### config.mk
export PLATFORM = sky130hd
export DESIGN_NAME = dma_rw
export DESIGN_NICKNAME = d
export VERILOG_FILES = /design/src/rtl/dma_cmd_pkg.sv /design/src/rtl/dma_bus_pkg.sv /design/src/rtl/dma_rw.sv
export VERILOG_INCLUDE_DIRS = /design/src /design/src/rtl
export SDC_FILE = /design/constraint.sdc
export NUM_CORES = 1
export LEC_CHECK = 0
export BUFFER_PORTS_ARGS = -buffer_cell sky130_fd_sc_hd__buf_2
export CORE_MARGIN = 2
export CORE_UTILIZATION = 35
export DETAILED_ROUTE_END_ITERATION = 16
export PLACE_DENSITY = 0.57
export SLEW_MARGIN = 20
export SYNTH_ARGS = -nofsm -noshare
export SYNTH_HDL_FRONTEND = slang
export SYNTH_SLANG_ARGS = --single-unit
### constraint.sdc
create_clock -name clk -period 2 [get_ports clk]
set_clock_uncertainty 0.15 [all_clocks]
set_input_delay 0.3 -clock clk [delete_from_list [all_inputs] [get_ports clk]]
set_output_delay 0.3 -clock clk [all_outputs]
set_load 0.005 [all_outputs]
### src/rtl/sd_dma_consts.svh
`ifndef SD_DMA_CONSTS_SVH
`define SD_DMA_CONSTS_SVH

// ----------------------------------------------------------------------------
// transfer geometry
// ----------------------------------------------------------------------------

// one card sector per block
`define BLOCK_BYTES 512

// host side address, full 64K space
`define ADDR_W 16

// ----------------------------------------------------------------------------
// buffer and link sizing
// ----------------------------------------------------------------------------

// 4 KB buffer, host addresses wrap onto it
`define RAM_ABITS 12

// system clocks per sclk half period
`define SPI_DIV 4

`endif

### src/rtl/dma_cmd_pkg.sv
package dma_cmd_pkg;

	// ------------------------------------------------------------------------
	// host command nibble
	// ------------------------------------------------------------------------

	// field view of the nibble, bit 3 is the direction
	typedef struct packed
	{
		logic       to_spi;    // 1: buffer ram -> card ("write")
		logic [2:0] nblocks;   // 512-byte blocks to move
	} dma_cmd_fields_t;

	// same four bits seen whole (start test) or split (latching)
	typedef union packed
	{
		logic [3:0]      raw;      // nonzero starts a transfer
		dma_cmd_fields_t fields;
	} dma_cmd_t;

	// ------------------------------------------------------------------------
	// block transfer FSM
	// ------------------------------------------------------------------------

	typedef enum logic [2:0]
	{
		IDLE,       // bus belongs to the host
		NBYTE,      // launch next spi byte
		WAIT_RAM,   // let registered ram data settle before tx latch
		BUSY,       // byte on the wire, wait for dsr
		BLOCK,      // block boundary, next block or finish
		OVER        // hand the bus back
	} dma_state_e;

endpackage

### src/rtl/dma_bus_pkg.sv
`include "sd_dma_consts.svh"

package dma_bus_pkg;

	// ------------------------------------------------------------------------
	// buffer ram port, one request per cycle
	// ------------------------------------------------------------------------

	typedef struct packed
	{
		logic [`ADDR_W-1:0] addr;    // low bits index the buffer
		logic [7:0]         wdata;
		logic               we;      // write strobe, active high
	} ram_req_t;

	// ------------------------------------------------------------------------
	// spi byte port
	// ------------------------------------------------------------------------

	// dma -> spi master
	typedef struct packed
	{
		logic       start;   // one-cycle strobe
		logic [7:0] tx;      // byte to shift out
	} spi_req_t;

	// spi master -> dma
	typedef struct packed
	{
		logic       dsr;     // data ready, one-cycle pulse
		logic [7:0] rx;      // valid together with dsr
	} spi_rsp_t;

endpackage

### src/rtl/dma_rw.sv
`timescale 1ns/1ns
`include "sd_dma_consts.svh"

module dma_rw
(
	input  logic                  clk,
	input  logic                  reset_n,
	input  logic                  cmd_valid,
	input  dma_cmd_pkg::dma_cmd_t cmd,
	input  logic [`ADDR_W-1:0]    cmd_addr,
	input  logic [7:0]            ram_rdata,
	input  dma_bus_pkg::spi_rsp_t spi_rsp,
	output logic                  ready,
	output dma_bus_pkg::ram_req_t dma_ram,
	output dma_bus_pkg::spi_req_t spi_req,
	output logic                  cs_n
);
	import dma_cmd_pkg::*;

	localparam int CNT_W = $clog2(`BLOCK_BYTES);

	dma_state_e       state;
	logic             busy;        // transfer in progress, dma owns the bus
	logic             to_spi;      // latched direction
	logic [2:0]       rblocks;     // blocks left, including the current one
	logic [CNT_W-1:0] byte_cnt;    // byte within the block
	logic             last_byte;

	assign ready = ~busy;
	assign cs_n  = ~busy;          // card selected for the whole transfer

	assign last_byte = (byte_cnt == CNT_W'(`BLOCK_BYTES - 1));

	// ------------------------------------------------------------------------
	// block transfer FSM
	// ------------------------------------------------------------------------
	// addr always points at base+k, k counting across blocks
	// read:  each received byte is written at the current addr, then addr+1
	// write: addr is read ahead, tx is taken after one WAIT_RAM cycle

	always_ff @(posedge clk)
	begin
		if (!reset_n)
		begin
			state         <= IDLE;
			busy          <= 1'b0;
			rblocks       <= '0;
			spi_req.start <= 1'b0;
			dma_ram.we    <= 1'b0;
		end
		else
		begin
			spi_req.start <= 1'b0;                    // strobes last one cycle
			dma_ram.we    <= 1'b0;
			if (dma_ram.we)
				dma_ram.addr <= dma_ram.addr + 1'b1;  // step past the byte just written

			case (state)
			IDLE:
			begin
				if (cmd_valid && cmd.raw != 4'h0)
				begin
					busy         <= 1'b1;
					to_spi       <= cmd.fields.to_spi;
					rblocks      <= cmd.fields.nblocks;
					byte_cnt     <= '0;
					dma_ram.addr <= cmd_addr;          // buffer base
					// write direction needs ram data before the first start
					state <= cmd.fields.to_spi ? WAIT_RAM : NBYTE;
				end
			end
			WAIT_RAM:
			begin
				state <= NBYTE;                        // rdata for addr valid next cycle
			end
			NBYTE:
			begin
				spi_req.tx    <= to_spi ? ram_rdata : 8'hFF;   // idle ones when reading
				spi_req.start <= 1'b1;
				state         <= BUSY;
			end
			BUSY:
			begin
				if (spi_rsp.dsr)
				begin
					byte_cnt <= byte_cnt + 1'b1;       // wraps to 0 at block end
					if (to_spi)
						dma_ram.addr <= dma_ram.addr + 1'b1;   // fetch next byte
					else
					begin
						dma_ram.we    <= 1'b1;         // store received byte
						dma_ram.wdata <= spi_rsp.rx;
					end

					if (last_byte)
						state <= BLOCK;
					else
						state <= to_spi ? WAIT_RAM : NBYTE;
				end
			end
			BLOCK:
			begin
				// nblocks of 0 with the direction bit set still moves one block
				if (rblocks > 3'd1)
				begin
					rblocks <= rblocks - 1'b1;
					state   <= to_spi ? WAIT_RAM : NBYTE;
				end
				else
					state <= OVER;
			end
			OVER:
			begin
				busy    <= 1'b0;                       // ready rises, host gets bus back
				rblocks <= '0;
				state   <= IDLE;
			end
			default:
				state <= IDLE;
			endcase
		end
	end

endmodule

==> metrics.sh, run 1 <==
POST_SYNTH_INST_COUNT=255
LEAKAGE_uW=0.001342
FP.COREAREA_SQ_UM=7687
POST_SYNTH_XOR_XNOR_AREA_PCT=6.971
AVGROUTEDWIREPERCELL_UM=13.96
MULTI_INPUT_AREA_SQ_UM=1186
ANT_NETS=0
START_KIND='register'
LAYOUT_SETUP_WS_NS=0.1037
WORSTPATHCELLLIST='ha_2, and4_4, nand3_2, xor2_2, o22ai_1, or2_2'
MIN-DELAY-PATH-CLASS='input port to register'
POST_SYNTH_MUX_AREA_SHARE_PCT=0.3622
ROUTED_WL_UM=6240
CRITPATHREQUIREDTIME_NS=1.91
FLOORPLAN.DIE.HEIGHT_UM=92.87
FINAL-HOLD-VIOLATION-COUNT=0
FINAL_MAX_SLEW_VIOL_COUNT=0
SYNTH-SEQ-AREA-SHARE_PCT=52.15
PIN_COUNT=76
SYNTH_WARNINGS=0
PATH_DELAY_FAMILY='simple AND/OR/NAND/NOR gates'
LAYOUT.FILLER_CELLS=776
AREA.SEQUENTIAL_SQ_UM=1441
VDD_DROP_MAX_mV=0.2721
ANTENNA_FOUND_INITIAL=0
POST_SYNTH.CELL_AREA_AVG_SQ_UM=10.84
TIMING.FINAL.CRIT_SHARE_PCT=94.82
DIEAREA_SQ_UM=8624
WORST-PATH-BUF-INV=0
HPWLAFTERDP_UM=4777
AREA.GROWTH.SYNTH_TO_FINAL_PCT=24.99
MAX-SLEW-MARGIN-REL_PCT=71.51
GP_CONGESTION=0.8372
PLACEMENT.SETUP.WORST_SLACK_NS=0.01132
STDCELL_AREA_SQ_UM=3455
DRT_PASS1_ITERATIONS=4
SYNTH.FF_LATCH_COUNT=51
POWERDENSITY_nW_PER_UM2=712.8
SYNTHDISTINCTLIBCELLS=52
DRT-INITIAL-DRC-COUNT=125
SYNTH_COMPOUND_AREA_SHARE_PCT=13.81
GR-USAGE-ALL-LAYERS_PCT=14.62
TIMING.CRITICAL_PATH.ARRIVAL_NS=1.80
CRIT_TYPE='register to register'
GRT_MAX_DEGREE=26
SYN-NUM-NETS=300
REPORT.FINAL.SETUP_VIOL=0
SYNTHARSTFLOPSHARE_PCT=0
ROW_COUNT=32
SYNTH_FLOP_CELL='edfxtp_1'
UNREPAIRED_SETUP_ENDPOINTS_AFTER_GLOBAL_ROUTING='false'
SYNTH_EDF_COUNT=42
MAX_CLOCK_FREQ_MHz=527.3
CRIT_END_ELEMENT='register'
POSTPLACECELLAREA_SQ_UM=3362
NUMCTSBUFFERS=5
DRT_DRC_VIOLATIONS_LEFT=0
SYNTH.CELL_AREA_SQ_UM=2764
CLOCK-ROOT-BUFFER='clkbuf_8'
WORST_SLEW_PIN_SLEW_NS=0.4248
VIASPERCELL=4.872
VIAS=2178
CLOCK_TREE.BUFFER_DEPTH=2
NUMBER_OF_HOLD_BUFFERS_ADDED_AFTER_CTS=0
PORTBUFFERS=75
WORST-PATH-MAX-FANOUT=6
DOMINANT_COMBINATIONAL_CELL_FAMILY_BY_AREA_AFTER_SYNTHESIS='simple AND/OR/NAND/NOR gates'
CRITICAL_PATH.SLOWEST_CELL='edfxtp_1'
START_UTIL_PCT=35.95
DIE_WIDTH_UM=92.87
CTS_SETUP_BUFFERS=0
CLK_LATENCY_NS=0.30
STATUS='finished clean'
CLKSINKCOUNT=51
FIN_CRIT_NS=1.896
CTS_HTREE_LEVELS=2
CTS.CLK_SLEW.WORST_PATHS_NS=0.09
GRT.OVERFLOW.TOTAL=0
CP_SLOWEST_STAGE_DELAY_NS=0.36
CLOCK_TREE_FROM_TRITONCTS='built'
ANTENNADIODECOUNT=0
GRT_PASS1_VIAS=2036
FINISH.UTILIZATION_PCT=44.94
SYNTH_SIMPLE_GATE_AREA_SHARE_PCT=18.79
FIRST_PASS_GRT_WIRE_LENGTH_UM=9915
CAP_VIOLATIONS=0
FRACTION_OF_LAYOUT_INSTANCES_USING_A_DRIVE_STRENGTH_ABOVE_1_PCT=34.49
FIN_NETS=389
SYNTH_FA_HA_AREA_SHARE_PCT=2.263
SETUP-TNS-FINAL_NS=0
==> logic make-up (layout without fill, tap and decap cells) <==
family / after synthesis / after routing
simple gates: 98 / 98
compound gates: 54 / 54
flops: 51 / 51
buf+inv: 24 / 114
xor+xnor: 22 / 22
fa+ha+maj: 5 / 5
mux: 1 / 1
==> registers in the layout, indices dropped and copies added (netlist names) <==
| name | cells |
|---|---|
| busy | 1 |
| byte_cnt | 9 |
| dma_ram | 25 |
| rblocks | 3 |
| spi_req | 9 |
| state | 3 |
| to_spi | 1 |
==> layout by cell type, fill, tap and decap left out, drive strengths merged, types with 8 or more instances in the layout <==
cell type   n
o21ai      19
and3        8
nor2       12
nand3       8
nand2b      9
edfxtp     42
dfxtp       9
xor2       18
buf        99
nor3       12
nand4       8
nand2      27
==> stage by stage <==
stage	total power, uW	std cells	hold slack [ns]
floorplan	1679	255	0.2489
global placement	1916	439	0.3154
detailed placement	1925	439	0.3241
CTS	2494	447	0.01420
global route	2603	447	0.01276
finish	2462	447	0.02416
==> synth_stat cells (all sizes together) (2+ instances only) <==
library cell	instances	area (sq um)
nand2b	9	58.81
and4	2	17.52
nand3	8	40.04
xnor2	4	35.03
dfxtp	9	180.2
or3	3	23.77
edfxtp	42	1261
and3	8	50.05
o21bai	3	33.78
o211ai	4	30.03
and2	5	31.28
inv	7	26.28
a211oi	5	37.54
o21a	2	15.01
nand2	27	101.4
nor3	12	71.32
a21oi	7	35.03
clkbuf	6	32.53
xor2	18	157.7
nand4	8	50.05
buf	11	97.58
o21ai	19	95.09
nor2	12	47.55
ha	5	62.56
==> layer usage <==
metal  up-vias  wire (um)  GRT usage, %  share of wire, %
met2        47       3001         24.15                48
met5         -          0             0                 0
li1       1113          -             -                 -
met3         8        271         2.441               4.3
met4         0         93         4.412               1.5
met1      1010       2873         19.68                46
==> final timing paths <==
path | endpoint | slack (ns) | from | depth (start not counted)
setup reg to reg | dma_ram[17] | 0.10 | dma_ram[10] | 6
hold reg to reg | busy | 0.34 | busy | 2
hold / removal | dma_ram[8] | 0.02 | spi_rsp[7] | 1
setup / recovery | dma_ram[17] | 0.10 | dma_ram[10] | 6
==> where the power goes <==
part           total (uW)  switching (uW)  internal (uW)  leakage, uW
Sequential           1340            74.9           1270     0.000471
Combinational         562             282            280     0.000830
Clock                 561             321            240    0.0000403
==> worst reg2reg max path, delay by kind of cell (launching register included) <==
kind	cells	cell delay, ns
AND/OR/NAND/NOR	3	0.67
flip-flops	1	0.36
XOR/XNOR	1	0.20
adder cells (fa/ha/maj)	1	0.18
AO/OA/AOI/OAI	1	0.09
==> area by class of cell <==
cell class,instances,area share (%)
sequential,51,41.72
multi-input combinational,180,34.34
timing repair buffer,99,17.17
tap,102,3.694
clock buffer,6,2.101
inverter,7,0.7606
clock inverter,2,0.2173
==> repair_timing <==
action,CTS,global route
hold endpoints to repair,0,0
resized for setup,0,5
endpoints found under the setup margin,0,2
Note: power is estimated with default switching activity, not from simulation.
==> run 2: changes to the inputs <==
--- a/config.mk
+++ b/config.mk
@@ -10,7 +10,8 @@
 export CORE_MARGIN = 2
 export CORE_UTILIZATION = 35
 export DETAILED_ROUTE_END_ITERATION = 16
-export PLACE_DENSITY = 0.57
+export GPL_ROUTABILITY_DRIVEN = 0
+export PLACE_DENSITY_LB_ADDON = 0.1
 export SLEW_MARGIN = 20
 export SYNTH_ARGS = -nofsm -noshare
 export SYNTH_HDL_FRONTEND = slang
==> run 2 against run 1 <==
Net effect:
- total power grew 3.0%
- register-to-register slack is essentially flat
- first-iteration DRC count shrank 22%
- largest cell class unchanged
- critical endpoint is now byte_cnt[4]
- global-route usage grew 0.37 points
- critical path type unchanged
- highest routed layer unchanged
- largest power group unchanged
==> metrics.sh, run 2 (synthesized netlist as in run 1, its figures left out) <==
STATUS='finished clean'
DRT_DRC_VIOLATIONS_LEFT=0  # unchanged
TIMING.FINAL.CRIT_SHARE_PCT=94.43  # -0.38 points
LARGEST_REG_FLOPS=25  # unchanged
FIRST_PASS_GRT_WIRE_LENGTH_UM=10130  # +2.2%
CP-ENDPOINT='byte_cnt[4]'
START_KIND='register'
DRT_PASS1_ITERATIONS=4  # unchanged
PORTBUFFERS=75  # unchanged
REG2REGPATHDEPTH=6  # unchanged
FIN_NETS=391  # +0.51%
MIN-DELAY-PATH-CLASS='input port to register'
FLOORPLAN.DIE.HEIGHT_UM=92.87  # unchanged
GRT_MAX_DEGREE=25  # -3.8%
CRIT_TYPE='register to register'
FP.COREAREA_SQ_UM=7687  # unchanged
FIN_CRIT_NS=1.889  # -0.007666 ns
REPORT.FINAL.SETUP_VIOL=0  # unchanged
FINAL-HOLD-VIOLATION-COUNT=0  # unchanged
UNREPAIRED_SETUP_ENDPOINTS_AFTER_GLOBAL_ROUTING='false'
LARGESTREGISTERS='dma_ram (25), byte_cnt (9), spi_req (9)'
ROUTED_WL_UM=6250  # +0.16%
VIASPERCELL=4.880  # +0.15%
PLACEMENT.SETUP.WORST_SLACK_NS=0.05225  # +0.04093 ns
PIN_COUNT=76  # unchanged
GR-USAGE-ALL-LAYERS_PCT=14.99  # +0.37 points
REG2REG_TO='byte_cnt[4]'
AREA.GROWTH.SYNTH_TO_FINAL_PCT=25.53
GRT_PASS1_VIAS=2079  # +2.1%
FRACTION_OF_LAYOUT_INSTANCES_USING_A_DRIVE_STRENGTH_ABOVE_1_PCT=35.16  # +0.67 points
CLOCK-ROOT-BUFFER='clkbuf_8'
DIE_WIDTH_UM=92.87  # unchanged
VDD_DROP_MAX_mV=0.3381  # +24%
LAYOUT_SETUP_WS_NS=0.1114  # +0.007666 ns
CLOCK_TREE_FROM_TRITONCTS='built'
LEAKAGE_uW=0.001353  # +0.86%
CRITPATHREQUIREDTIME_NS=1.88  # -0.03 ns
FF2FF_SETUP_SLACK_NS=0.11  # about the same
CAP_VIOLATIONS=0  # unchanged
LAYOUT_COMMONEST_CELL='buf_2'
CTS.CLK_SLEW.WORST_PATHS_NS=0.10  # about the same
ROW_COUNT=32  # unchanged
FINAL_MAX_SLEW_VIOL_COUNT=0  # unchanged
VIAS=2191  # +0.60%
ANTENNA_FOUND_INITIAL=0  # unchanged
CLOCK_TREE.BUFFER_DEPTH=2  # unchanged
CLKSINKCOUNT=51  # unchanged
MAX_CLOCK_FREQ_MHz=529.5  # +0.41%
POWERDENSITY_nW_PER_UM2=731.0  # +2.6%
AVGROUTEDWIREPERCELL_UM=13.92  # -0.29%
TIMING.CRITICAL_PATH.ARRIVAL_NS=1.77  # -0.03 ns
WORST_SLEW_PIN_SLEW_NS=0.4133  # -0.01155 ns
WORST-PATH-MAX-FANOUT=16  # +10
TOTAL_POWER_uW=2536  # +3.0%
REGISTERS.TOP_BY_FF_COUNT='dma_ram'
FINISH.UTILIZATION_PCT=45.13  # +0.20 points
ANTENNADIODECOUNT=0  # unchanged
START_UTIL_PCT=35.95  # unchanged
ANT_NETS=0  # unchanged
NUMCTSBUFFERS=5  # unchanged
CTS_HTREE_LEVELS=2  # unchanged
DRT-INITIAL-DRC-COUNT=97  # -22%
MAX-SLEW-MARGIN-REL_PCT=72.45  # +0.94 points
DIEAREA_SQ_UM=8624  # unchanged
CRIT_END_ELEMENT='register'
GRT.OVERFLOW.TOTAL=0  # unchanged
LAYOUT_COMMON_CELLS='buf_2 (75), edfxtp_1 (42), nand2_1 (27)'
CLK_LATENCY_NS=0.31  # about the same
HPWLAFTERDP_UM=4753  # -0.50%
REGTOREGSTARTPOINT='state[0]'
SETUP-TNS-FINAL_NS=0  # unchanged
CRIT_PATH_START='state[0]'
-- run 2: stage by stage --
stage | hold WS (ns) | cell area, sq um | cells
CTS | 0.002048 | 3442 | 447
global placement | 0.3203 | 3349 | 439
finish | 0.01207 | 3470 | 449
detailed placement | 0.3202 | 3349 | 439
floorplan | 0.2489 | 2773 | 255
global route | 0.0007115 | 3470 | 449
-- run 2: critical path, stage by stage (launching register included) --
cell	delay (ns)
dfxtp_1	0.34
buf_4	0.20
nand3_1	0.11
nor2_1	0.08
a211oi_1	0.36
and2_1	0.23
buf_12	0.14
-- run 2: layer usage --
metal  global-route usage [%]  vias up  part of all wire (%)
li1                         -     1115                     -
met1                    19.43     1022                    46
met2                    25.06       50                    49
met3                    3.336        4                   4.5
met4                    4.412        0                  0.83
met5                        0        -                     0
-- run 2: repair_timing --
action | CTS | global route
setup endpoints to repair | 0 | 2
endpoints found under the hold margin | 0 | 1
gates resized for setup | 0 | 4
hold buffers | 0 | 1
setup buffers | 0 | 1
-- run 2: cell type report --
cell class,count,area (sq um)
clock buffer,5,68.82
clock inverter,3,23.77
fill,793,4218
inverter,7,26.28
multi-input combinational,180,1184
sequential,51,1441
tap,102,127.6
timing repair buffer,101,598.1
-- run 2: where the power goes --
| group | switching [uW] | internal [uW] | total, uW |
|---|---|---|---|
| Combinational | 281 | 290 | 571 |
| Sequential | 74.9 | 1270 | 1340 |
| Clock | 372 | 253 | 625 |
-- run 2: how the worst min path moves through the flow --
| stage | cells past startpoint | startpoint | slack, ns | endpoint |
|---|---|---|---|---|
| 6_report | 1 | spi_rsp[4] | 0.01 | dma_ram[5] |
| 3_3_place_gp | 2 | busy | 0.32 | busy |
| 4_1_cts | 1 | spi_rsp[4] | 0.002 | dma_ram[5] |
| 3_5_place_dp | 2 | busy | 0.32 | busy |
| 5_1_grt | 1 | spi_rsp[7] | 0.0007 | dma_ram[8] |
| 2_1_floorplan | 0 | spi_rsp[0] | 0.25 | dma_ram[1] |
