[config.mk]
export PLATFORM = sky130hd
export DESIGN_NAME = spi_byte_master
export DESIGN_NICKNAME = d
export VERILOG_FILES = /design/src/rtl/dma_bus_pkg.sv /design/src/rtl/spi_byte_master.sv
export VERILOG_INCLUDE_DIRS = /design/src /design/src/rtl
export SDC_FILE = /design/constraint.sdc
export NUM_CORES = 1
export LEC_CHECK = 0
export BUFFER_PORTS_ARGS = -buffer_cell sky130_fd_sc_hd__buf_2
export CAP_MARGIN = 25
export CORE_MARGIN = 3
export CORE_UTILIZATION = 40
export DETAILED_ROUTE_END_ITERATION = 6
export PLACE_DENSITY = 0.62
export SLEW_MARGIN = 0
export SYNTH_ARGS = -nofsm -noshare
export SYNTH_HDL_FRONTEND = slang
export SYNTH_SLANG_ARGS = --single-unit
[constraint.sdc]
create_clock -name clk -period 2.3 [get_ports clk]
set_input_delay 0.345 -clock clk [delete_from_list [all_inputs] [get_ports clk]]
set_output_delay 0.345 -clock clk [all_outputs]
set_load 0.005 [all_outputs]
[src/rtl/sd_dma_consts.svh]
`ifndef SD_DMA_CONSTS_SVH
`define SD_DMA_CONSTS_SVH

// ----------------------------------------------------------------------------
// transfer geometry
// ----------------------------------------------------------------------------

// one card sector per block
`define BLOCK_BYTES 512

// host side address, full 64K space
`define ADDR_W 16

// ----------------------------------------------------------------------------
// buffer and link sizing
// ----------------------------------------------------------------------------

// 4 KB buffer, host addresses wrap onto it
`define RAM_ABITS 12

// system clocks per sclk half period
`define SPI_DIV 4

`endif

[src/rtl/dma_bus_pkg.sv]
`include "sd_dma_consts.svh"

package dma_bus_pkg;

	// ------------------------------------------------------------------------
	// buffer ram port, one request per cycle
	// ------------------------------------------------------------------------

	typedef struct packed
	{
		logic [`ADDR_W-1:0] addr;    // low bits index the buffer
		logic [7:0]         wdata;
		logic               we;      // write strobe, active high
	} ram_req_t;

	// ------------------------------------------------------------------------
	// spi byte port
	// ------------------------------------------------------------------------

	// dma -> spi master
	typedef struct packed
	{
		logic       start;   // one-cycle strobe
		logic [7:0] tx;      // byte to shift out
	} spi_req_t;

	// spi master -> dma
	typedef struct packed
	{
		logic       dsr;     // data ready, one-cycle pulse
		logic [7:0] rx;      // valid together with dsr
	} spi_rsp_t;

endpackage

[src/rtl/spi_byte_master.sv]
`timescale 1ns/1ns
`include "sd_dma_consts.svh"

module spi_byte_master
(
	input  logic                  clk,
	input  logic                  reset_n,
	input  dma_bus_pkg::spi_req_t spi_req,
	input  logic                  miso,
	output dma_bus_pkg::spi_rsp_t spi_rsp,
	output logic                  sclk,
	output logic                  mosi
);
	localparam int DIV_W = $clog2(`SPI_DIV);

	logic             active;      // byte in flight
	logic [DIV_W-1:0] div;         // half period divider
	logic [3:0]       edge_cnt;    // sclk edges so far, 16 per byte
	logic [7:0]       tx_sh;
	logic [7:0]       rx_sh;
	logic             tick;        // sclk toggles this cycle

	assign tick = active && (div == DIV_W'(`SPI_DIV - 1));
	assign mosi = tx_sh[7];        // msb first

	// ------------------------------------------------------------------------
	// mode 0: sclk idles low, sample on rise, shift on fall
	// ------------------------------------------------------------------------

	always_ff @(posedge clk)
	begin
		if (!reset_n)
		begin
			active      <= 1'b0;
			sclk        <= 1'b0;
			spi_rsp.dsr <= 1'b0;
		end
		else
		begin
			spi_rsp.dsr <= 1'b0;
			if (spi_req.start && !active)
			begin
				active   <= 1'b1;
				tx_sh    <= spi_req.tx;
				edge_cnt <= '0;
				// first half period one short, dsr lands 16*SPI_DIV after start
				div      <= DIV_W'(1);
			end
			else if (active)
			begin
				div <= tick ? '0 : div + 1'b1;
				if (tick)
				begin
					sclk     <= ~sclk;
					edge_cnt <= edge_cnt + 1'b1;
					if (!sclk)
						rx_sh <= {rx_sh[6:0], miso};   // rising edge
					else
						tx_sh <= {tx_sh[6:0], 1'b1};   // falling edge, next bit out

					if (edge_cnt == 4'd15)             // last fall, sclk back low
					begin
						active      <= 1'b0;
						spi_rsp.dsr <= 1'b1;
						spi_rsp.rx  <= rx_sh;
					end
				end
			end
		end
	end

endmodule

==> summary.txt, run 1 <==
Power Internal - 1.05 mW
layout cells sized above 1 - 40.0%
HP Class - input port to flop
Hold Path Origin - miso
Combinational Power Share - 5.3%
io pins - 23
post-synth design cell area - 0.00126 mm2
Relative slew margins - 57.5%
Reg power frac - 52.7%
CTS tree - done
root buf cell - clkbuf_4
Critical Path Source Type - flop
Post CTS Setup Buffer Count - 0
WL/cell - 12.8 um
die area - 0.00385 mm2
RSZ-0062 raised after global routing - false
CTS resizes - 0
height of the chip - 62.0 um
Pwr Density - 852 mW/mm2
Clock Path Buffers - 2
Cells after Synth - 70
CP startpoint - div[0]
area delta synth->final - 21.1%
CP required - 2.28 ns
worst skew pair latency - 0.33 ns
drt first pass iters - 5
Synth Net Count - 84
FP Rows - 19
Fill cells - 238
DRC violations left - 0
most frequent cells in the layout - 30 x edfxtp_1, 22 x buf_2, 7 x nor2_1, 5 x mux2_4, 5 x clkbuf_4
total net switching power - 0.244 mW
Arr. time, crit path - 1.59 ns
Starting Density - 43.7%
clk sinks - 33
largest net degree at the start of global routing - 13
Leakage Power - 0.577 nW
Via density - 4.55
post-synthesis register bit count - 33
Hold Path End - rx_sh[0]
Reg clk slew, reported paths - 0.11 ns
Slew @ Worst Pin - 0.636 ns
Worst setup EP type - flop
Max-Cap Viols - 0
fin. max-slew vios - 0
number of buffers created by CTS - 5
Hold Violations, Final - 0
Iter 0 DRT Violations - 17
Sw Share - 18.8%
Core ar. - 0.00288 mm2
n_diodes - 0
Hold Path Depth - 1
status - finished clean
vias in the first global route - 589
Tot GR Track Use - 11.2%
Final Wtd Congestion - 0.744
final worst path period share - 69.9%
IO Port Bufs - 22
total grt overflow - 0
reg-to-reg startpoint - div[0]
Seq/Total Area, Yosys - 76.5%
final core utilization - 52.9%
synth warn - 0
synth unique cells - 19
Total Wirelength - 1.82 mm
Final HPWL DP - 1.30 mm
Final setup viols - 0
area of the multi-input gates - 280 um2
CTS hold repair buffers - 0
setup TNS - 0 ns
Reg2Reg Depth - 3
Routed Antenna Nets - 0
IR drop worst, VDD - 0.434 mV
initial antenna violation count - 0
Worst Clk Skew - 0.00566 ns
reg2reg end - spi_rsp[3]
final net count - 113
commonest non-fill, non-tap cell in the layout - edfxtp_1
f_max - 622 MHz
FF+latch area - 961 um2
Vias - 646
first-pass GRT wire length - 2.83 mm
Synth Area per Inst - 17.9 um2
r2r setup slk - 0.69 ns
crit path max fanout - 8
clock period minus final worst setup slack - 1.61 ns
clock power share - 42.1%
H-Tree Depth - 2
die width - 62.0 um
worst setup path class - flop to flop
==> power by group through the flow <==
stage                     Sequential [mW]  Combinational, mW  Clock, mW
after floorplan                     0.694             0.0489          0
after global placement              0.695             0.0675          0
after detailed placement            0.696             0.0690          0
after CTS                           0.683             0.0699      0.562
after global routing                0.685             0.0775      0.592
final                               0.683             0.0684      0.546
==> Yosys cell counts <==
| library cell | n | area (um2) |
|---|---|---|
| nor2_1 | 7 | 26.3 |
| nand2b_4 | 1 | 13.8 |
| a21oi_1 | 1 | 5.00 |
| ha_1 | 2 | 25.0 |
| xnor2_1 | 2 | 17.5 |
| dfxtp_1 | 3 | 60.1 |
| and3_1 | 1 | 6.26 |
| edfxtp_1 | 30 | 901 |
| mux2_4 | 5 | 75.1 |
| or2_2 | 1 | 6.26 |
| nand2_1 | 1 | 3.75 |
| o21a_1 | 3 | 22.5 |
| xor2_1 | 1 | 8.76 |
| and2_1 | 2 | 12.5 |
| inv_1 | 1 | 3.75 |
| buf_6 | 1 | 11.3 |
| nand3_1 | 4 | 20.0 |
| mux2_2 | 2 | 22.5 |
| a21boi_0 | 2 | 15.0 |
==> worst max-delay path by stage <==
stage	endpoint	cells after the start
after floorplan	tx_sh[0]	3
after detailed placement	spi_rsp[1]	3
after global placement	spi_rsp[6]	3
after CTS	spi_rsp[5]	3
after global routing	spi_rsp[5]	3
final	spi_rsp[3]	3
==> routing by layer <==
metal  GRT usage [%]  share of wire, %  vias up
met5               0                 0        -
li1                -                 -      320
met3            6.20               5.1        5
met4            6.36               2.3        0
met1            13.2                48      304
met2            16.0                45       17
==> logic make-up (layout without fill, tap and decap cells) <==
group / Yosys count / count (layout) / synth area share [%]
and+or+nand+nor: 17 / 17 / 7.07
xor gates and xnor gates: 3 / 3 / 2.09
AOI/OAI and AO/OA: 6 / 6 / 3.39
adders and majority gates: 2 / 2 / 1.99
buffers and inverters: 2 / 32 / 1.19
muxes: 7 / 7 / 7.77
DFF: 33 / 33 / 76.5
==> cell type report <==
class	count	area share, %
Clock buffer	5	2.47
Clock inverter	3	4.52
Inverter	1	0.247
Multi-Input combinational cell	35	18.4
Sequential cell	33	63.2
Tap cell	42	3.45
Timing Repair Buffer	23	7.73
==> per-stage QoR <==
stage | setup WS [ns] | instance area, um2 | instances | hold slack, ns | total power [mW]
global route | 0.483 | 1520 | 142 | 0.152 | 1.35
CTS | 0.666 | 1520 | 142 | 0.166 | 1.32
detailed placement | 0.683 | 1420 | 134 | 0.426 | 0.765
global placement | 0.744 | 1420 | 134 | 0.407 | 0.763
finish | 0.692 | 1520 | 142 | 0.188 | 1.30
floorplan | 0.618 | 1260 | 70 | 0.400 | 0.743
==> worst max-delay path, stage by stage (launching register included) <==
cell and delay [ns]:
edfxtp_1 0.39, ha_1 0.21, nand3_1 0.13, nor2_1 0.52
==> flip-flops by register name, indices dropped and copies added, names as in the netlist <==
| signal | flops |
|---|---|
| edge_cnt | 4 |
| tx_sh | 8 |
| active | 1 |
| div | 2 |
| rx_sh | 8 |
| spi_rsp | 9 |
| sclk | 1 |
No activity file was read; power rests on OpenSTA's default activity.
==> run 2: changes to the inputs <==
- ABC_AREA: not set -> 1
- clock period: 2.3 -> 1.5 ns (I/O delays scaled with it)
==> run 2 against run 1 <==
Register-to-register slack got worse by 0.58 ns. Flip-flop and latch count unchanged. Routed wire length increased by 7.5%. Final area decreased by 0.74%. Area after synthesis unchanged. Clock power grew 1%. Via count grew 16%. Sequential share of layout area increased by 0.47 points. Critical endpoint is now tx_sh[2].
==> summary.txt, run 2 <==
status - finished clean (unchanged)
Pwr Density - 1130 mW/mm2 (was 852 mW/mm2)
Worst setup EP type - flop (unchanged)
fin. max-slew vios - 0 (unchanged)
IR drop worst, VDD - 0.628 mV (was 0.434 mV)
Vias - 748 (was 646)
most crowded layer after global routing - met2 (unchanged)
total grt overflow - 0 (unchanged)
worst skew pair latency - 0.33 ns (about the same)
Hold Violations, Final - 0 (unchanged)
synth unique cells - 20 (was 19)
CP required - 1.55 ns (was 2.28 ns)
post-synthesis register bit count - 33 (unchanged)
f_max - 722 MHz (was 622 MHz)
Core ar. - 0.00288 mm2 (unchanged)
most common cell in the synthesized netlist - edfxtp_1 (unchanged)
grt met3 use - 5.58% (was 6.20%)
r2r setup slk - 0.12 ns (was 0.69 ns)
Reg clk slew, reported paths - 0.09 ns (was 0.11 ns)
number of buffers created by CTS - 5 (unchanged)
hold slack - 0.0661 ns (was 0.188 ns)
Slew @ Worst Pin - 0.240 ns (was 0.636 ns)
CTS tree - done (unchanged)
Post CTS Setup Buffer Count - 0 (unchanged)
most frequent cell on the critical path - nand2_2
DP Area - 0.00144 mm2 (was 0.00142 mm2)
WL/cell - 11.8 um (was 12.8 um)
most frequent cells in the layout - 30 x edfxtp_1, 24 x nand2_1, 22 x buf_2, 8 x nor2_1 (was 30 x edfxtp_1, 22 x buf_2, 7 x nor2_1, 5 x mux2_4, 5 x clkbuf_4)
cell types occupying the most area after synthesis - edfxtp_1 72%, nand2_1 7.2%, dfxtp_1 4.8% (was edfxtp_1 72%, mux2_4 6.0%, dfxtp_1 4.8%)
Post-synth top cells - 30 x edfxtp_1, 24 x nand2_1, 8 x nor2_1 (was 30 x edfxtp_1, 7 x nor2_1, 5 x mux2_4)
Synth Area per Inst - 13.7 um2 (was 17.9 um2)
area delta synth->final - 20.2% (was 21.1%)
Worst Clk Skew - 0.00528 ns (was 0.00566 ns)
post-synth design cell area - 0.00126 mm2 (unchanged)
n_diodes - 0 (unchanged)
Total Wirelength - 1.96 mm (was 1.82 mm)
Worst path max stage delay - 0.36 ns (was 0.52 ns)
Synth Flop Type - edfxtp_1 (unchanged)
final worst path period share - 92.3% (was 69.9%)
worst setup path class - flop to flop (unchanged)
Cells after Synth - 92 (was 70)
die area - 0.00385 mm2 (unchanged)
Global Route met1 Usage - 14.5% (was 13.2%)
Arr. time, crit path - 1.43 ns (was 1.59 ns)
Synth top area share - 71.7% (unchanged)
synth warn - 0 (unchanged)
Seq/Total Area, Yosys - 76.5% (unchanged)
largest area contributor in the netlist - edfxtp_1 (unchanged)
number of synthesized flops with an enable pin - 30 (unchanged)
Tot GR Track Use - 12.2% (was 11.2%)
Final Wtd Congestion - 0.715 (was 0.744)
slowest library cell on the worst path - edfxtp_1 (was nor2_1)
commonest non-fill, non-tap cell in the layout - edfxtp_1 (unchanged)
HP Class - input port to flop (unchanged)
Via density - 4.51 (was 4.55)
H-Tree Depth - 2 (unchanged)
Iter 0 DRT Violations - 27 (was 17)
post-route cell area - 0.00151 mm2 (was 0.00152 mm2)
Starting Density - 43.7% (unchanged)
FP Rows - 19 (unchanged)
Critical Path Source Type - flop (unchanged)
clock period minus final worst setup slack - 1.38 ns (was 1.61 ns)
layout cells sized above 1 - 34.7% (was 40.0%)
Synth async-reset ratio - 0% (unchanged)
io pins - 23 (unchanged)
crit path cell chain - ha_1, nand2_2, inv_2, nand2_2, a21oi_2, buf_4 (was ha_1, nand3_1, nor2_1)
Final setup viols - 0 (unchanged)
root buf cell - clkbuf_4 (unchanged)
largest net degree at the start of global routing - 13 (unchanged)
height of the chip - 62.0 um (unchanged)
Final HPWL DP - 1.41 mm (was 1.30 mm)
CTS hold repair buffers - 0 (unchanged)
met2 Use GR - 18.2% (was 16.0%)
Clock Path Buffers - 2 (unchanged)
RSZ-0062 raised after global routing - false (unchanged)
max FFs per register - 9 (unchanged)
Max-Cap Viols - 0 (unchanged)
Biggest register - spi_rsp (unchanged)
Routed Antenna Nets - 0 (unchanged)
initial antenna violation count - 0 (unchanged)
clk sinks - 33 (unchanged)
Reg2Reg Depth - 6 (was 3)
setup TNS - 0 ns (unchanged)
DRC violations left - 0 (unchanged)
first-pass GRT wire length - 3.20 mm (was 2.83 mm)
Hold Path Depth - 1 (unchanged)
Synth Net Count - 106 (was 84)
die width - 62.0 um (unchanged)
IO Port Bufs - 22 (unchanged)
Relative slew margins - 84.0% (was 57.5%)
vias in the first global route - 744 (was 589)
drt first pass iters - 4 (was 5)
biggest regs - spi_rsp x9, rx_sh x8, tx_sh x8 (unchanged)
final net count - 137 (was 113)
crit path max fanout - 8 (unchanged)
CTS resizes - 0 (unchanged)
Leakage Power - 0.615 nW (was 0.577 nW)
run 2: cell types whose count changed after synthesis, sizes merged, moves of 3 or more:
| cell | delta |
|---|---|
| nand2 | +25 |
| mux2 | -7 |
| o21a | -3 |
| inv | +6 |
| nor3 | +3 |
run 2: metal layers:
layer / routed length (um) / vias up
li1: - / 377
met1: 905 / 348
met2: 894 / 17
met3: 104 / 6
met4: 52 / 0
met5: 0 / -
run 2: power breakdown:
part	switching, mW	total, mW	leakage, nW	internal [mW]
Combinational	0.0600	0.103	0.274	0.0428
Clock	0.283	0.554	0.0413	0.271
Sequential	0.0159	1.05	0.299	1.03
Total	0.359	1.70	0.615	1.35
run 2: worst paths after layout:
check          endpoint     start
max            tx_sh[2]    div[0]
min            rx_sh[0]      miso
min reg2reg  spi_rsp[7]  rx_sh[7]
max reg2reg    tx_sh[2]    div[0]
run 2: layout make-up:
| cell class | instances | area, um2 |
|---|---|---|
| Clock buffer | 7 | 65.1 |
| Clock inverter | 1 | 5.00 |
| Fill cell | 251 | 1370 |
| Inverter | 7 | 26.3 |
| Multi-Input combinational cell | 50 | 260 |
| Sequential cell | 33 | 961 |
| Tap cell | 42 | 52.6 |
| Timing Repair Buffer | 26 | 140 |
run 2: cells by family (layout without fill, tap and decap cells):
kind of cell	after synthesis	count (layout)	share of synthesized area, %
flops	33	33	76.5
buf+inv	9	41	3.59
fa+ha+maj	2	2	1.99
compound gates	4	4	2.19
xor+xnor	1	1	0.697
simple gates	43	43	15.0
run 2: per-stage QoR:
step                std cells  worst slack (ns)  total power [mW]  util, %
floorplan                  92            0.0936              1.14        -
global placement          158             0.165              1.17     50.1
detailed placement        158             0.122              1.17     50.1
CTS                       166             0.108              1.73     52.5
global route              166            0.0249              1.78     52.5
finish                    166             0.115              1.70     52.5
run 2: worst max-delay path, delay by kind of cell, from the launching register on:
family,cells,cell delay [ns]
AOI/OAI and AO/OA,1,0.11
adders and majority gates,1,0.17
buffers and inverters,2,0.28
DFF,1,0.36
and+or+nand+nor,2,0.18
==> run 3: changes to the inputs <==
- CTS_BUF_LIST: not set -> sky130_fd_sc_hd__clkbuf_4
==> run 3 against run 2 <==
Die area unchanged. Critical path depth down 2. First-iteration DRC count stayed put. Non-clock buffer count stayed put.
==> summary.txt, run 3 (synthesis gave the netlist of run 2 again) <==
Pwr Density - 1070 mW/mm2 (was 1130 mW/mm2)
total net switching power - 0.357 mW (was 0.359 mW)
commonest non-fill, non-tap cell in the layout - edfxtp_1 (unchanged)
H-Tree Depth - 2 (unchanged)
height of the chip - 62.0 um (unchanged)
Leakage Power - 0.603 nW (was 0.615 nW)
CP required - 1.54 ns (was 1.55 ns)
initial antenna violation count - 0 (unchanged)
WL/cell - 11.9 um (was 11.8 um)
CTS tree - done (unchanged)
io pins - 23 (unchanged)
DRC violations left - 0 (unchanged)
Power Internal - 1.24 mW (was 1.35 mW)
Tot GR Track Use - 12.4% (was 12.2%)
Post CTS Setup Buffer Count - 0 (unchanged)
Worst Clk Skew - 0.00579 ns (was 0.00528 ns)
CP startpoint - edge_cnt[0] (was div[0])
Clock Path Buffers - 2 (unchanged)
status - finished clean (unchanged)
Vias - 754 (was 748)
area delta synth->final - 18.6% (was 20.2%)
Arr. time, crit path - 1.43 ns (about the same)
f_max - 722 MHz (about the same)
drt first pass iters - 4 (unchanged)
Reg clk slew, reported paths - 0.10 ns (was 0.09 ns)
Iter 0 DRT Violations - 27 (unchanged)
Reg2Reg Depth - 4 (was 6)
clk sinks - 33 (unchanged)
crit path max fanout - 8 (unchanged)
most frequent cells in the layout - 30 x edfxtp_1, 24 x nand2_1, 22 x buf_2, 8 x nor2_1 (unchanged)
root buf cell - clkbuf_4 (unchanged)
Reg power frac - 65.5% (was 61.5%)
Combinational Power Share - 6.4% (was 6.0%)
hold slack - 0.0680 ns (was 0.0661 ns)
first-pass GRT wire length - 3.24 mm (was 3.20 mm)
final worst path period share - 92.3% (about the same)
clock power share - 28.1% (was 32.5%)
Relative slew margins - 83.9% (was 84.0%)
number of buffers created by CTS - 5 (unchanged)
CTS resizes - 0 (unchanged)
die width - 62.0 um (unchanged)
Critical Path Source Type - flop (unchanged)
r2r setup slk - 0.12 ns (about the same)
FP Rows - 19 (unchanged)
fin. max-slew vios - 0 (unchanged)
biggest regs - spi_rsp x9, rx_sh x8, tx_sh x8 (unchanged)
capture point of the worst path - spi_rsp[3] (was tx_sh[2])
CTS hold repair buffers - 0 (unchanged)
Sw Share - 22.3% (was 21.0%)
reg2reg end - spi_rsp[3] (was tx_sh[2])
vias in the first global route - 744 (unchanged)
Total Wirelength - 1.98 mm (was 1.96 mm)
max FFs per register - 9 (unchanged)
Worst setup EP type - flop (unchanged)
worst skew pair latency - 0.33 ns (about the same)
IO Port Bufs - 22 (unchanged)
worst setup path class - flop to flop (unchanged)
HP Class - input port to flop (unchanged)
Starting Density - 43.7% (unchanged)
final net count - 137 (unchanged)
Final HPWL DP - 1.41 mm (unchanged)
reg-to-reg startpoint - edge_cnt[0] (was div[0])
Routed Antenna Nets - 0 (unchanged)
layout cells sized above 1 - 33.1% (was 34.7%)
Slew @ Worst Pin - 0.241 ns (was 0.240 ns)
largest net degree at the start of global routing - 13 (unchanged)
Biggest register - spi_rsp (unchanged)
Via density - 4.54 (was 4.51)
Final Wtd Congestion - 0.715 (unchanged)
Core ar. - 0.00288 mm2 (unchanged)
RSZ-0062 raised after global routing - false (unchanged)
Final setup viols - 0 (unchanged)
total grt overflow - 0 (unchanged)
clock period minus final worst setup slack - 1.38 ns (about the same)
Max-Cap Viols - 0 (unchanged)
setup TNS - 0 ns (unchanged)
IR drop worst, VDD - 0.605 mV (was 0.628 mV)
Hold Violations, Final - 0 (unchanged)
die area - 0.00385 mm2 (unchanged)
n_diodes - 0 (unchanged)
==> run 3: cell count changes in the layout (fill, tap and decap cells not counted) <==
cell and change:
clkbuf_8 -2, clkinv_1 +2
==> run 3: worst max-delay path, cell delays in order, from the launching register on <==
cell and delay (ns):
edfxtp_1 0.41, ha_1 0.21, nand3_1 0.14, nor3_2 0.14, buf_4 0.20
==> run 3: how the worst min path moves through the flow <==
| stage | startpoint | end | slack [ns] | cells past startpoint |
|---|---|---|---|---|
| detailed placement | miso | rx_sh[0] | 0.41 | 1 |
| global placement | rx_sh[7] | spi_rsp[7] | 0.40 | 0 |
| floorplan | miso | rx_sh[0] | 0.32 | 0 |
| finish | miso | rx_sh[0] | 0.07 | 1 |
| global route | miso | rx_sh[0] | 0.05 | 1 |
| CTS | miso | rx_sh[0] | 0.05 | 1 |
==> run 3: through the flow <==
stage	cell area (um2)	instances	setup slack, ns	util [%]	power (mW)
after floorplan	1270	92	0.0936	-	1.14
after global placement	1440	158	0.165	50.1	1.17
after detailed placement	1440	158	0.122	50.1	1.17
after CTS	1490	166	0.108	51.8	1.62
after global routing	1490	166	0.00689	51.8	1.67
final	1490	166	0.115	51.8	1.60
==> run 3: cell type report <==
class | count | area [um2]
timing repair buffer | 26 | 140
tap | 42 | 52.6
clock buffer | 5 | 37.5
clock inverter | 3 | 12.5
inverter | 7 | 26.3
sequential | 33 | 961
fill | 254 | 1390
multi-input combinational | 50 | 260
==> run 3: metal layers <==
metal	track usage [%]	vias up	share of wire [%]
met4	7.27	0	2.5
met5	0	-	0
li1	-	377	-
met1	14.6	354	45
met2	18.5	17	47
met3	5.58	6	5.2
==> run 3: power by group through the flow <==
stage	Sequential, mW	Combinational (mW)	Clock (mW)
final	1.05	0.103	0.450
after global routing	1.05	0.121	0.503
after CTS	1.05	0.106	0.467
after detailed placement	1.07	0.105	0
after global placement	1.07	0.0999	0
after floorplan	1.06	0.0718	0
